[src/ctrl_pkg.sv]
// Shared types and constants for the instruction control unit.
// Every design file refers to these by scoped name, ctrl_pkg::name.
package ctrl_pkg;

    // Sequencer phases in a 5-bit encoding
    typedef enum logic [4:0] {
        FETCH    = 5'd0,
        FILL_IMM = 5'd4,
        ILLEGAL  = 5'd31
    } phase_t;

    // Operations issued to the ALU
    typedef enum logic [5:0] {
        ALU_NOP  = 6'd0,
        ALU_MOVE = 6'd1,
        ALU_RCF  = 6'd2,   // Reset carry
        ALU_SCF  = 6'd3,   // Set carry
        ALU_CCF  = 6'd4,   // Complement carry
        ALU_ZCF  = 6'd5    // Carry from inverted zero
    } alu_op_t;

    // Operand size of the load-immediate group
    typedef enum logic [1:0] {
        SZ_BYTE = 2'd0,
        SZ_WORD = 2'd1,
        SZ_LONG = 2'd2
    } size_t;

    // Bit positions inside the flags byte
    localparam int FLAG_S = 7;
    localparam int FLAG_Z = 6;
    localparam int FLAG_H = 4;
    localparam int FLAG_V = 2;
    localparam int FLAG_N = 1;
    localparam int FLAG_C = 0;

    localparam int REG_CODE_W = 8;   // Full register code
    localparam int WE_W       = 3;   // Byte, word, long write enables
    localparam int IMM_W      = 32;  // ALU immediate

    // Single-byte opcodes
    localparam logic [7:0] OP_NOP  = 8'h00;
    localparam logic [7:0] OP_RCF  = 8'h10;
    localparam logic [7:0] OP_SCF  = 8'h11;
    localparam logic [7:0] OP_CCF  = 8'h12;
    localparam logic [7:0] OP_ZCF  = 8'h13;
    localparam logic [7:0] OP_JP16 = 8'h1A;  // Absolute jump, 16-bit address
    localparam logic [7:0] OP_JP24 = 8'h1B;  // Absolute jump, 24-bit address

    // Opcode groups by upper nibble
    localparam logic [3:0] OP_LDB_HI  = 4'h2;  // LD r,# byte
    localparam logic [3:0] OP_LDW_HI  = 4'h3;  // LD r,# word
    localparam logic [3:0] OP_LDL_HI  = 4'h4;  // LD r,# long
    localparam logic [3:0] OP_JR8_HI  = 4'h6;  // JR cc with 8-bit offset
    localparam logic [3:0] OP_JR16_HI = 4'h7;  // JR cc with 16-bit offset

endpackage

[src/operand_decode.sv]
// Operand decoder for the load-immediate group.
// Gives the operand size, the full register code and the matching
// one-hot write mask from the current opcode byte. Purely combinational.
`timescale 1ns/100ps

module operand_decode (
    input  logic [7:0]                      opcode,
    output ctrl_pkg::size_t                 size,
    output logic [ctrl_pkg::REG_CODE_W-1:0] reg_code,
    output logic [ctrl_pkg::WE_W-1:0]       we_mask
);

    logic [2:0] short_reg;  // Three-bit register field

    assign short_reg = opcode[2:0];

    always_comb begin
        case (opcode[7:4])
            ctrl_pkg::OP_LDB_HI: size = ctrl_pkg::SZ_BYTE;
            ctrl_pkg::OP_LDW_HI: size = ctrl_pkg::SZ_WORD;
            ctrl_pkg::OP_LDL_HI: size = ctrl_pkg::SZ_LONG;
            default:             size = ctrl_pkg::SZ_BYTE;  // Unused outside the group
        endcase
    end

    // Byte registers sit in bank E with the low/high byte swapped by ~r[0].
    // Word and long registers pick bank F for r4-r7.
    always_comb begin
        if (size == ctrl_pkg::SZ_BYTE) begin
            reg_code = {4'he, short_reg[2:1], 1'b0, ~short_reg[0]};
        end else if (short_reg[2]) begin
            reg_code = {4'hf, short_reg[1:0], 2'b00};
        end else begin
            reg_code = {4'he, short_reg[1:0], 2'b00};
        end
    end

    always_comb begin
        case (size)
            ctrl_pkg::SZ_BYTE: we_mask = 3'b001;
            ctrl_pkg::SZ_WORD: we_mask = 3'b010;
            default:           we_mask = 3'b100;  // Long
        endcase
    end

endmodule

[src/cond_eval.sv]
// Jump condition evaluator.
// Codes 0-7 test a flag combination, codes 8-15 are their negations,
// so bit 3 of the condition simply inverts the result.
`timescale 1ns/100ps

module cond_eval (
    input  logic [3:0] cond,
    input  logic [7:0] flags,
    output logic       taken
);

    logic s_xor_v;  // Signed less
    logic base;     // Result before negation

    assign s_xor_v = flags[ctrl_pkg::FLAG_S] ^ flags[ctrl_pkg::FLAG_V];

    always_comb begin
        case (cond[2:0])
            3'd0:    base = 1'b0;                                          // False
            3'd1:    base = s_xor_v;                                       // Signed <
            3'd2:    base = flags[ctrl_pkg::FLAG_Z] | s_xor_v;             // Signed <=
            3'd3:    base = flags[ctrl_pkg::FLAG_Z] | flags[ctrl_pkg::FLAG_C]; // Unsigned <=
            3'd4:    base = flags[ctrl_pkg::FLAG_V];                       // Overflow
            3'd5:    base = flags[ctrl_pkg::FLAG_S];                       // Minus
            3'd6:    base = flags[ctrl_pkg::FLAG_Z];                       // Equal
            default: base = flags[ctrl_pkg::FLAG_C];                       // Carry
        endcase
    end

    assign taken = base ^ cond[3];  // Code 8 becomes always true

endmodule

[src/ctrl_seq.sv]
// Instruction sequencer of the control unit.
// Decodes the opcode window, reports the consumed byte count on fetched and
// registers the control pulses one clock later. Word/long loads and absolute
// jumps gather the rest of their immediate in FILL_IMM. After every consume
// the window is ignored for one cycle to cover the stream latency.
`timescale 1ns/100ps

module ctrl_seq (
    input  logic                            clk,
    input  logic                            rst,
    input  logic [31:0]                     op,
    input  logic                            op_ok,
    input  ctrl_pkg::size_t                 size,
    input  logic [ctrl_pkg::REG_CODE_W-1:0] reg_code,
    input  logic [ctrl_pkg::WE_W-1:0]       we_mask,
    input  logic                            taken,
    output logic [2:0]                      fetched,
    output logic                            pc_we,
    output logic                            pc_rel,
    output logic                            flag_we,
    output logic                            alu_wait,
    output logic                            alu_smux,
    output logic                            illegal,
    output ctrl_pkg::alu_op_t               alu_op,
    output logic [ctrl_pkg::IMM_W-1:0]      alu_imm,
    output logic [ctrl_pkg::REG_CODE_W-1:0] regs_dst,
    output logic [ctrl_pkg::WE_W-1:0]       regs_we
);

    ctrl_pkg::phase_t                phase;
    ctrl_pkg::phase_t                nx_phase;
    logic                            wait_q;       // Latency slot after a consume
    logic [1:0]                      pend_len;     // Immediate bytes still to fetch
    logic [1:0]                      nx_pend_len;
    logic [ctrl_pkg::WE_W-1:0]       pend_we;      // Register write held for FILL_IMM
    logic [ctrl_pkg::WE_W-1:0]       nx_pend_we;
    logic                            pend_pc;      // PC write held for FILL_IMM
    logic                            nx_pend_pc;
    logic                            bad_op;
    logic                            nx_pc_we;
    logic                            nx_pc_rel;
    logic                            nx_flag_we;
    logic                            nx_alu_wait;
    logic                            nx_alu_smux;
    logic                            nx_illegal;
    ctrl_pkg::alu_op_t               nx_alu_op;
    logic [ctrl_pkg::IMM_W-1:0]      nx_alu_imm;
    logic [ctrl_pkg::REG_CODE_W-1:0] nx_regs_dst;
    logic [ctrl_pkg::WE_W-1:0]       nx_regs_we;

    always_comb begin
        fetched     = 3'd0;
        bad_op      = 1'b0;
        nx_phase    = phase;
        nx_pend_len = pend_len;
        nx_pend_we  = pend_we;
        nx_pend_pc  = pend_pc;
        nx_pc_we    = 1'b0;     // Pulses last a single cycle
        nx_pc_rel   = 1'b0;
        nx_flag_we  = 1'b0;
        nx_regs_we  = '0;
        nx_alu_wait = alu_wait;
        nx_alu_smux = alu_smux;
        nx_alu_op   = alu_op;
        nx_alu_imm  = alu_imm;
        nx_regs_dst = regs_dst;
        nx_illegal  = illegal;
        if (op_ok && !wait_q) begin
            case (phase)
                ctrl_pkg::FETCH: begin
                    nx_alu_op   = ctrl_pkg::ALU_NOP;
                    nx_alu_smux = 1'b0;
                    nx_alu_wait = 1'b0;
                    case (op[7:0])
                        ctrl_pkg::OP_NOP: begin
                            fetched = 3'd1;
                        end
                        ctrl_pkg::OP_RCF,
                        ctrl_pkg::OP_SCF,
                        ctrl_pkg::OP_CCF,
                        ctrl_pkg::OP_ZCF: begin
                            fetched    = 3'd1;
                            nx_flag_we = 1'b1;
                            case (op[1:0])
                                2'd0:    nx_alu_op = ctrl_pkg::ALU_RCF;
                                2'd1:    nx_alu_op = ctrl_pkg::ALU_SCF;
                                2'd2:    nx_alu_op = ctrl_pkg::ALU_CCF;
                                default: nx_alu_op = ctrl_pkg::ALU_ZCF;
                            endcase
                        end
                        ctrl_pkg::OP_JP16,
                        ctrl_pkg::OP_JP24: begin
                            fetched     = 3'd2;
                            nx_alu_imm  = {24'd0, op[15:8]};  // Address low byte
                            nx_alu_wait = 1'b1;
                            nx_pend_len = (op[7:0] == ctrl_pkg::OP_JP24) ? 2'd2 : 2'd1;
                            nx_pend_we  = '0;
                            nx_pend_pc  = 1'b1;
                            nx_phase    = ctrl_pkg::FILL_IMM;
                        end
                        default: begin
                            case (op[7:4])
                                ctrl_pkg::OP_LDB_HI,
                                ctrl_pkg::OP_LDW_HI,
                                ctrl_pkg::OP_LDL_HI: begin
                                    if (op[3]) begin
                                        bad_op = 1'b1;  // 0x_8-0x_F not defined
                                    end else begin
                                        fetched     = 3'd2;
                                        nx_alu_op   = ctrl_pkg::ALU_MOVE;
                                        nx_alu_smux = 1'b1;
                                        nx_regs_dst = reg_code;
                                        nx_alu_imm  = {24'd0, op[15:8]};
                                        if (size == ctrl_pkg::SZ_BYTE) begin
                                            nx_regs_we = we_mask;
                                        end else begin
                                            nx_alu_wait = 1'b1;
                                            nx_pend_we  = we_mask;
                                            nx_pend_pc  = 1'b0;
                                            nx_pend_len = (size == ctrl_pkg::SZ_WORD) ?
                                                          2'd1 : 2'd3;
                                            nx_phase    = ctrl_pkg::FILL_IMM;
                                        end
                                    end
                                end
                                ctrl_pkg::OP_JR8_HI: begin
                                    fetched    = 3'd2;
                                    nx_alu_imm = {{24{op[15]}}, op[15:8]} + 32'd2;
                                    nx_pc_rel  = taken;
                                end
                                ctrl_pkg::OP_JR16_HI: begin
                                    fetched    = 3'd3;
                                    nx_alu_imm = {{16{op[23]}}, op[23:8]} + 32'd3;
                                    nx_pc_rel  = taken;
                                end
                                default: begin
                                    bad_op = 1'b1;
                                end
                            endcase
                        end
                    endcase
                end
                ctrl_pkg::FILL_IMM: begin
                    fetched     = {1'b0, pend_len};
                    nx_regs_we  = pend_we;
                    nx_pc_we    = pend_pc;
                    nx_alu_wait = 1'b0;
                    nx_phase    = ctrl_pkg::FETCH;
                    case (pend_len)
                        2'd1:    nx_alu_imm = {16'd0, op[7:0], alu_imm[7:0]};
                        2'd2:    nx_alu_imm = {8'd0, op[15:0], alu_imm[7:0]};
                        default: nx_alu_imm = {op[23:0], alu_imm[7:0]};  // Long load
                    endcase
                end
                default: ;  // ILLEGAL holds until reset
            endcase
        end
        if (bad_op) begin
            nx_phase   = ctrl_pkg::ILLEGAL;
            nx_illegal = 1'b1;
        end
    end

    always_ff @(posedge clk or posedge rst) begin
        if (rst) begin
            phase    <= ctrl_pkg::FETCH;
            wait_q   <= 1'b0;
            pend_len <= 2'd0;
            pend_we  <= '0;
            pend_pc  <= 1'b0;
            pc_we    <= 1'b0;
            pc_rel   <= 1'b0;
            flag_we  <= 1'b0;
            alu_wait <= 1'b0;
            alu_smux <= 1'b0;
            illegal  <= 1'b0;
            alu_op   <= ctrl_pkg::ALU_NOP;
            alu_imm  <= '0;
            regs_dst <= '0;
            regs_we  <= '0;
        end else begin
            phase    <= nx_phase;
            wait_q   <= (fetched != 3'd0);
            pend_len <= nx_pend_len;
            pend_we  <= nx_pend_we;
            pend_pc  <= nx_pend_pc;
            pc_we    <= nx_pc_we;
            pc_rel   <= nx_pc_rel;
            flag_we  <= nx_flag_we;
            alu_wait <= nx_alu_wait;
            alu_smux <= nx_alu_smux;
            illegal  <= nx_illegal;
            alu_op   <= nx_alu_op;
            alu_imm  <= nx_alu_imm;
            regs_dst <= nx_regs_dst;
            regs_we  <= nx_regs_we;
        end
    end

endmodule

[src/tlcs_ctrl.sv]
// Top level of the instruction control unit.
// The operand decoder and the condition evaluator both look at the current
// opcode byte and the sequencer combines their results into control pulses.
`timescale 1ns/100ps

module tlcs_ctrl (
    input  logic                            clk,
    input  logic                            rst,
    input  logic [31:0]                     op,        // Little-endian opcode window
    input  logic                            op_ok,
    input  logic [7:0]                      flags,
    output logic [2:0]                      fetched,   // Bytes consumed this cycle
    output logic                            pc_we,
    output logic                            pc_rel,
    output logic                            flag_we,
    output logic                            alu_wait,
    output logic                            alu_smux,
    output logic                            illegal,
    output ctrl_pkg::alu_op_t               alu_op,
    output logic [ctrl_pkg::IMM_W-1:0]      alu_imm,
    output logic [ctrl_pkg::REG_CODE_W-1:0] regs_dst,
    output logic [ctrl_pkg::WE_W-1:0]       regs_we
);

    ctrl_pkg::size_t                 size;
    logic [ctrl_pkg::REG_CODE_W-1:0] reg_code;
    logic [ctrl_pkg::WE_W-1:0]       we_mask;
    logic                            taken;

    operand_decode dec0 (
        .opcode   (op[7:0]),
        .size     (size),
        .reg_code (reg_code),
        .we_mask  (we_mask)
    );

    cond_eval cond0 (
        .cond  (op[3:0]),   // Condition field of JR
        .flags (flags),
        .taken (taken)
    );

    ctrl_seq seq0 (
        .clk      (clk),
        .rst      (rst),
        .op       (op),
        .op_ok    (op_ok),
        .size     (size),
        .reg_code (reg_code),
        .we_mask  (we_mask),
        .taken    (taken),
        .fetched  (fetched),
        .pc_we    (pc_we),
        .pc_rel   (pc_rel),
        .flag_we  (flag_we),
        .alu_wait (alu_wait),
        .alu_smux (alu_smux),
        .illegal  (illegal),
        .alu_op   (alu_op),
        .alu_imm  (alu_imm),
        .regs_dst (regs_dst),
        .regs_we  (regs_we)
    );

endmodule

[config.mk]
export PLATFORM = sky130hd
export DESIGN_NAME = tlcs_ctrl
export DESIGN_NICKNAME = d
export VERILOG_FILES = /design/src/ctrl_pkg.sv /design/src/operand_decode.sv /design/src/cond_eval.sv /design/src/ctrl_seq.sv /design/src/tlcs_ctrl.sv
export SDC_FILE = /design/constraint.sdc
export NUM_CORES = 1
export LEC_CHECK = 0
export BUFFER_PORTS_ARGS = -buffer_cell sky130_fd_sc_hd__buf_2
export CORE_AREA = 2 2 84 86
export DETAILED_ROUTE_END_ITERATION = 16
export DIE_AREA = 0 0 86 88
export GPL_TIMING_DRIVEN = 0
export PLACE_DENSITY = 0.77
export SLEW_MARGIN = 20
export SYNTH_ARGS = -nofsm -noshare
export SYNTH_HDL_FRONTEND = slang
export SYNTH_SLANG_ARGS = --single-unit
[constraint.sdc]
create_clock -name clk -period 4.15 [get_ports clk]
set_clock_uncertainty 0.2 [all_clocks]
set_input_delay 0.6225 -clock clk [delete_from_list [all_inputs] [get_ports clk]]
set_output_delay 0.6225 -clock clk [all_outputs]
set_load 0.01 [all_outputs]
==> results of run 1 <==
report_power, final:
group          switching [µW]  internal, µW
clock network             209           243
logic                     352           277
registers                 103           744
total                     664          1260
worst max path at each step:
| stage | from | to | slack, ps |
|---|---|---|---|
| 3_5_place_dp | op[7] | fetched[0] | 1080 |
| 2_1_floorplan | op[6] | fetched[1] | 1430 |
| 4_1_cts | op[7] | fetched[0] | 1080 |
| 6_report | op[6] | fetched[1] | 1070 |
| 3_3_place_gp | op[6] | fetched[1] | 1100 |
| 5_1_grt | op[7] | fetched[0] | 880 |
critical path, cell delays in order:
cell and delay (ps):
buf_2 130, buf_2 200, or3b_2 520, a211o_1 320, nand3_1 110, mux2i_1 120
nor2_1 110, buf_2 130
through the flow:
| step | cell area, µm² | util (%) | hold slack [ps] | power [µW] |
|---|---|---|---|---|
| 2_1_floorplan | 3260 | - | 254 | 1210 |
| 3_3_place_gp | 3770 | 56.8 | 251 | 1470 |
| 3_5_place_dp | 3780 | 56.9 | 255 | 1490 |
| 4_1_cts | 3950 | 59.4 | 233 | 1950 |
| 5_1_grt | 3950 | 59.4 | 270 | 2050 |
| 6_report | 3950 | 59.4 | 201 | 1930 |
cell families (layout without fill, tap and decap cells):
logic type | count (synthesis) | after routing
simple gates | 148 | 148
xor+xnor | 12 | 12
buf+inv | 36 | 133
mux | 8 | 8
compound gates | 85 | 85
other cells | 1 | 5
flops | 58 | 58
fa+ha+maj | 4 | 4
cells in the mapped netlist, types with 3 or more instances:
cell type,n,area [µm²]
a211oi_1,3,22.5
nor2_1,27,101
o21ai_0,17,85.1
a21oi_2,10,87.6
nand3b_1,3,22.5
and2_1,3,18.8
xor2_1,7,61.3
dfrtp_1,58,1450
nor4_1,4,25.0
mux2i_1,5,50.1
nand2_1,52,195
a221oi_1,7,61.3
buf_2,6,30.0
nand2b_1,9,56.3
and3_1,5,31.3
nor2b_1,6,37.5
a21oi_1,18,90.1
clkbuf_1,10,37.5
nand3_1,4,20.0
buf_4,7,52.6
mux2_2,3,33.8
ha_1,4,50.1
or2_2,4,25.0
o31ai_1,6,45.0
xnor2_1,5,43.8
inv_1,11,41.3
nor3_1,12,60.1
layout by cell type, fill, tap and decap left out, types with 3 or more instances in the layout:
| cell type | netlist | routed |
|---|---|---|
| a211oi_1 | 3 | 3 |
| buf_2 | 6 | 88 |
| a221oi_1 | 7 | 7 |
| nand3b_1 | 3 | 3 |
| mux2i_1 | 5 | 5 |
| nand2b_1 | 9 | 9 |
| dfrtp_1 | 58 | 58 |
| a21oi_1 | 18 | 18 |
| ha_1 | 4 | 4 |
| buf_4 | 7 | 7 |
| or2_2 | 4 | 4 |
| xor2_1 | 7 | 7 |
| nor2b_1 | 6 | 6 |
| o21ai_0 | 17 | 17 |
| inv_1 | 11 | 10 |
| nor2_1 | 27 | 27 |
| nand2_1 | 52 | 52 |
| a21oi_2 | 10 | 10 |
| nor3_1 | 12 | 12 |
| and2_1 | 3 | 3 |
| clkbuf_8 | 0 | 11 |
| xnor2_1 | 5 | 5 |
| nand3_1 | 4 | 4 |
| o31ai_1 | 6 | 6 |
| clkbuf_1 | 10 | 11 |
| nor4_1 | 4 | 4 |
| conb_1 | 1 | 5 |
| clkinv_2 | 0 | 3 |
| mux2_2 | 3 | 3 |
| and3_1 | 5 | 5 |
final cells by class:
| type | instances | share of cell area [%] |
|---|---|---|
| Tap cell | 80 | 2.54 |
| Multi-Input combinational cell | 262 | 41.5 |
| Timing Repair Buffer | 82 | 10.4 |
| Clock inverter | 3 | 0.380 |
| Inverter | 11 | 1.11 |
| Clock buffer | 12 | 3.93 |
| Buffer | 25 | 3.42 |
| Sequential cell | 58 | 36.8 |
registers in the layout (all words and copies together), names as in the netlist:
name / count
seq0.alu_imm: 32
seq0.alu_op: 3
seq0.alu_smux: 1
seq0.alu_wait: 1
seq0.flag_we: 1
seq0.illegal: 1
seq0.pc_rel: 1
seq0.pc_we: 1
seq0.pend_len: 2
seq0.pend_pc: 1
seq0.pend_we: 3
seq0.phase: 2
seq0.regs_dst: 5
seq0.regs_we: 3
seq0.wait_q: 1
metal layers:
layer / wire length [µm] / up-vias / global-route usage (%)
met5: 0 / - / 0
met4: 103 / 0 / 6.78
met3: 507 / 9 / 5.47
met2: 3860 / 104 / 36.9
met1: 3640 / 1395 / 29.7
li1: - / 1419 / -
==> flow_summary.toml, run 1 <==
[final_layout]
area_occupied_by_multi_input_gates_um2 = 1640
fillerInstances = 601
instances_no_fill = 533
area_growth_pct = 21.5
diodes = 0
final_net_count = 496
drive_above_1_share_pct = 30.7
seqCellArea_um2 = 1450

[clock_tree]
cts_sinks = 58
cts.root.buffer_cell = "clkbuf_8"
cts-hold-fix-buffers = 0
htree_levels = 3
worst_skew_pair.late_latency_ps = 330
clock_path_buffers = 2
clock_tree_from_tritoncts = "yes"
number_of_cells_upsized_or_downsized_after_cts = 0
cts-buffers-inserted = 9
clk_pin_slew_ps = 70
cts_setup_buffers = 0

[yosys]
flop_and_latch_count_out_of_synthesis = 58
synth_enable_flop_cells = 0
synth_seq_area_share_pct = 44.7
combinational_family_with_the_most_area_after_synthesis = "simple AND/OR/NAND/NOR gates"
synth-warning-count = 0
syn_inst = 352
async_flop_share_pct = 100
synth.avg_cell_area_um2 = 9.23
synthMuxAreaShare_pct = 2.58
synth-xor-area-share_pct = 3.23
primary_flip_flop_cell_chosen_by_synthesis_mapping = "dfrtp_1"
synthAdderAreaFrac_pct = 1.54
synth.cell_area_um2 = 3250
ys_types = 64
synth_compound_area_share_pct = 18.5
synth_simple_gate_area_share_pct = 24.0

[timing]
setup_ws_post_layout_ps = 1070
min_period_ps = 3080
slew_headroom_pct = 51.5
min_period_over_period_pct = 74.3
finalHoldViolCount = 0
totalNegativeSetupSlack_ps = 0
timing.final.max_slew_violations = 0
final_number_of_setup_violating_endpoints = 0
worstMarginPinSlew_ps = 721
grt_setup_unrepaired = "no"
achievable-frequency_mhz = 324

[floorplan]
floorplan.die.width_um = 86
core_area_um2 = 6640
ioPinCount = 101
dieArea_um2 = 7570
effective_utilization_at_floorplan_pct = 48.9
rows = 30
overall_die_height_um = 88

[global_route]
grt_antenna_before_repair = 0
first_global_vias = 2798
first_pass_grt_wire_length_mm = 13.3
track_usage_pct = 22.5
pin_count_of_the_biggest_net_entering_global_routing = 59
grt_remaining_overflow = 0

[pwr]
power.leakage_uw = 0.00191
max_rail_drop_vdd_v = 0.000330
cellPowerDensity_nw_per_um2 = 488

[detailed_routing]
wirelength_mm = 8.12
detail_route.iter0.violations = 161
drtAntennaViolNets = 0
route.detailed.drc = 0
routedWlPerCell_um = 15.2
num_vias = 2927
vias_per_cell = 5.49
detail_route.first_pass.iterations = 5

[placement]
gp_congestion = 0.917
port_buffers = 82
placed_cells_incl_taps = 518
post-place-ws_ps = 1080
hpwl_mm = 6.03

[worst_setup_path]
worst_path_fanout_max = 10
endpoint_kind = "primary output"
cp.arrival_ps = 2260
worst_ep_required_time_ps = 3330
critical_path.startpoint_type = "input port"
timing_worst_setup_path_type = "in -> out"
worstRegToRegCells = 7
rr_startpoint = "seq0.phase[3]$_DFFE_PP0P_"
reg2reg_setup_slack_ps = 1640
r2r_end = "seq0.alu_imm[4]$_DFFE_PP0P_"

[run]
max-cap-violations = 0

[run_status]
run_status = "finished clean"

[hold_path]
holdCritPathClass = "in -> async"
No activity file was read; power rests on OpenSTA's default activity.
==> inputs of run 2 (changes only) <==
==> constraint.sdc (replaced) <==
create_clock -name clk -period 2.84 [get_ports clk]
set_clock_uncertainty 0.2 [all_clocks]
set_input_delay 0.426 -clock clk [delete_from_list [all_inputs] [get_ports clk]]
set_output_delay 0.426 -clock clk [all_outputs]
set_load 0.01 [all_outputs]
==> flow_summary.toml, run 2 (synthesized netlist as in run 1, its figures left out) <==
[run_status]
run_status = "complete, but fails checks"
failing_checks = "hold timing"

[clock_tree]
htree_levels = 3
cts-buffers-inserted = 9
cts_setup_buffers = 0
cts_sinks = 58
clk_pin_slew_ps = 70
worst_skew_pair.late_latency_ps = 330
number_of_cells_upsized_or_downsized_after_cts = 0
clock_path_buffers = 2
cts-hold-fix-buffers = 0
clock_tree_from_tritoncts = "yes"
cts.root.buffer_cell = "clkbuf_8"

[floorplan]
dieArea_um2 = 7570
rows = 30
effective_utilization_at_floorplan_pct = 48.9
overall_die_height_um = 88
floorplan.die.width_um = 86
core_area_um2 = 6640
ioPinCount = 101

[global_route]
first_pass_grt_wire_length_mm = 13.3
grt_antenna_before_repair = 0
first_global_vias = 2798
grt_util_met3_pct = 5.47
grt_use_met2_pct = 36.9
use_met1_pct = 29.7
busiest_layer = "met2"
track_usage_pct = 22.5
grt_remaining_overflow = 0
pin_count_of_the_biggest_net_entering_global_routing = 59

[timing]
achievable-frequency_mhz = 372
totalNegativeSetupSlack_ps = 0
finalHoldViolCount = 6
slew_headroom_pct = 52.0
grt_setup_unrepaired = "no"
min_period_ps = 2690
min_period_over_period_pct = 94.6
final_number_of_setup_violating_endpoints = 0
timing.final.max_slew_violations = 0
worstMarginPinSlew_ps = 714
fin_hold_ws_ps = -5.63

[detailed_routing]
detail_route.first_pass.iterations = 4
drtAntennaViolNets = 0
wirelength_mm = 8.07
num_vias = 2926
routedWlPerCell_um = 15.1
route.detailed.drc = 0
vias_per_cell = 5.49
detail_route.iter0.violations = 144

[worst_setup_path]
endpoint_kind = "primary output"
worst_path_most_repeated_cell = "buf_2"
cp.arrival_ps = 2060
critPathSlowestCell = "or3b_2"
critical_path.startpoint_type = "input port"
cpLargestDelayFamily = "simple AND/OR/NAND/NOR gates"
path_buf_inv = 3
worst_path_fanout_max = 10
critical_path.startpoint = "op[6]"
rr_startpoint = "seq0.phase[3]$_DFFE_PP0P_"
cp_cell_sequence = "buf_2, buf_2, or3b_2, a211o_1, nand3_1, mux2i_1, nor2_1, buf_2"
critical_path.max_stage_delay_ps = 520
timing_worst_setup_path_type = "in -> out"
worst_ep_required_time_ps = 2210

[final_layout]
finish.utilization_pct = 59.5
seqCellArea_um2 = 1450
largestRegisters = "seq0.alu_imm x32, seq0.regs_dst x5"
diodes = 0
flip_flop_count_of_the_largest_register_after_layout = 32
final_net_count = 496
area_growth_pct = 21.7
registers.top_by_ff_count = "seq0.alu_imm"
most_common_cell_after_layout_fill_and_taps_aside = "buf_2"
fillerInstances = 602
most_frequent_cells_in_the_layout = "buf_2, dfrtp_1, nand2_1"
drive_above_1_share_pct = 30.9
area_occupied_by_multi_input_gates_um2 = 1640

[pwr]
power.combinational.fraction_pct = 32.6
switching_portion_of_total_power_pct = 34.4
power.leakage_uw = 0.00191
internal_power_uw = 1850
net_switching_power_uw = 970
cellPowerDensity_nw_per_um2 = 712
sequential_group_share_of_total_power_pct = 43.9
max_rail_drop_vdd_v = 0.000483
clkPwrFrac_pct = 23.5

[placement]
hpwl_mm = 6.03
port_buffers = 82
gp_congestion = 0.917

[run]
max-cap-violations = 0

[hold_path]
holdCritPathClass = "in -> async"
run 2: worst paths after layout:
path / endpoint / slack, ps / depth (start not counted)
max: fetched[1] / 150 / 8
min: seq0.alu_op[1]$_DFFE_PP0P_ / -6 / 2
max reg2reg: seq0.alu_imm[4]$_DFFE_PP0P_ / 320 / 7
min reg2reg: seq0.illegal$_DFFE_PP0P_ / 270 / 1
max in group asynchronous: seq0.alu_imm[7]$_DFFE_PP0P_ / 1950 / 2
min in group clk: seq0.alu_imm[28]$_DFFE_PP0P_ / 160 / 3
run 2: power groups by stage:
stage / combinational [µW] / sequential, µW / clock (µW)
global route: 1020 / 1260 / 715
floorplan: 420 / 1350 / 0
global placement: 907 / 1240 / 0
CTS: 928 / 1240 / 681
finish: 919 / 1240 / 662
detailed placement: 929 / 1250 / 0
run 2: layout make-up:
| type | count | share of cell area [%] |
|---|---|---|
| multi-input cells | 262 | 41.6 |
| flip-flops and latches | 58 | 36.7 |
| repair buffers | 82 | 10.4 |
| clock buffers | 12 | 3.92 |
| plain buffers | 25 | 3.42 |
| well taps | 80 | 2.53 |
| inverters | 11 | 1.11 |
| clock inverters | 3 | 0.380 |
run 2: metrics by stage:
step / area [µm²] / hold WS, ps / std cells / setup WS, ps / power [µW]
5_1_grt: 3950 / 73.6 / 533 / 82.1 / 3000
3_3_place_gp: 3770 / 251 / 518 / 91.3 / 2150
2_1_floorplan: 3260 / 254 / 356 / 452 / 1770
6_report: 3950 / -5.63 / 533 / 152 / 2820
4_1_cts: 3950 / 36.5 / 533 / 164 / 2850
3_5_place_dp: 3780 / 255 / 518 / 41.6 / 2180
run 2: layer usage:
metal / part of all wire [%] / up-vias / wire (µm)
li1: - / 1420 / -
met5: 0 / - / 0
met4: 1.3 / 0 / 103
met3: 6.1 / 9 / 490
met1: 45 / 1400 / 3600
met2: 48 / 97 / 3870
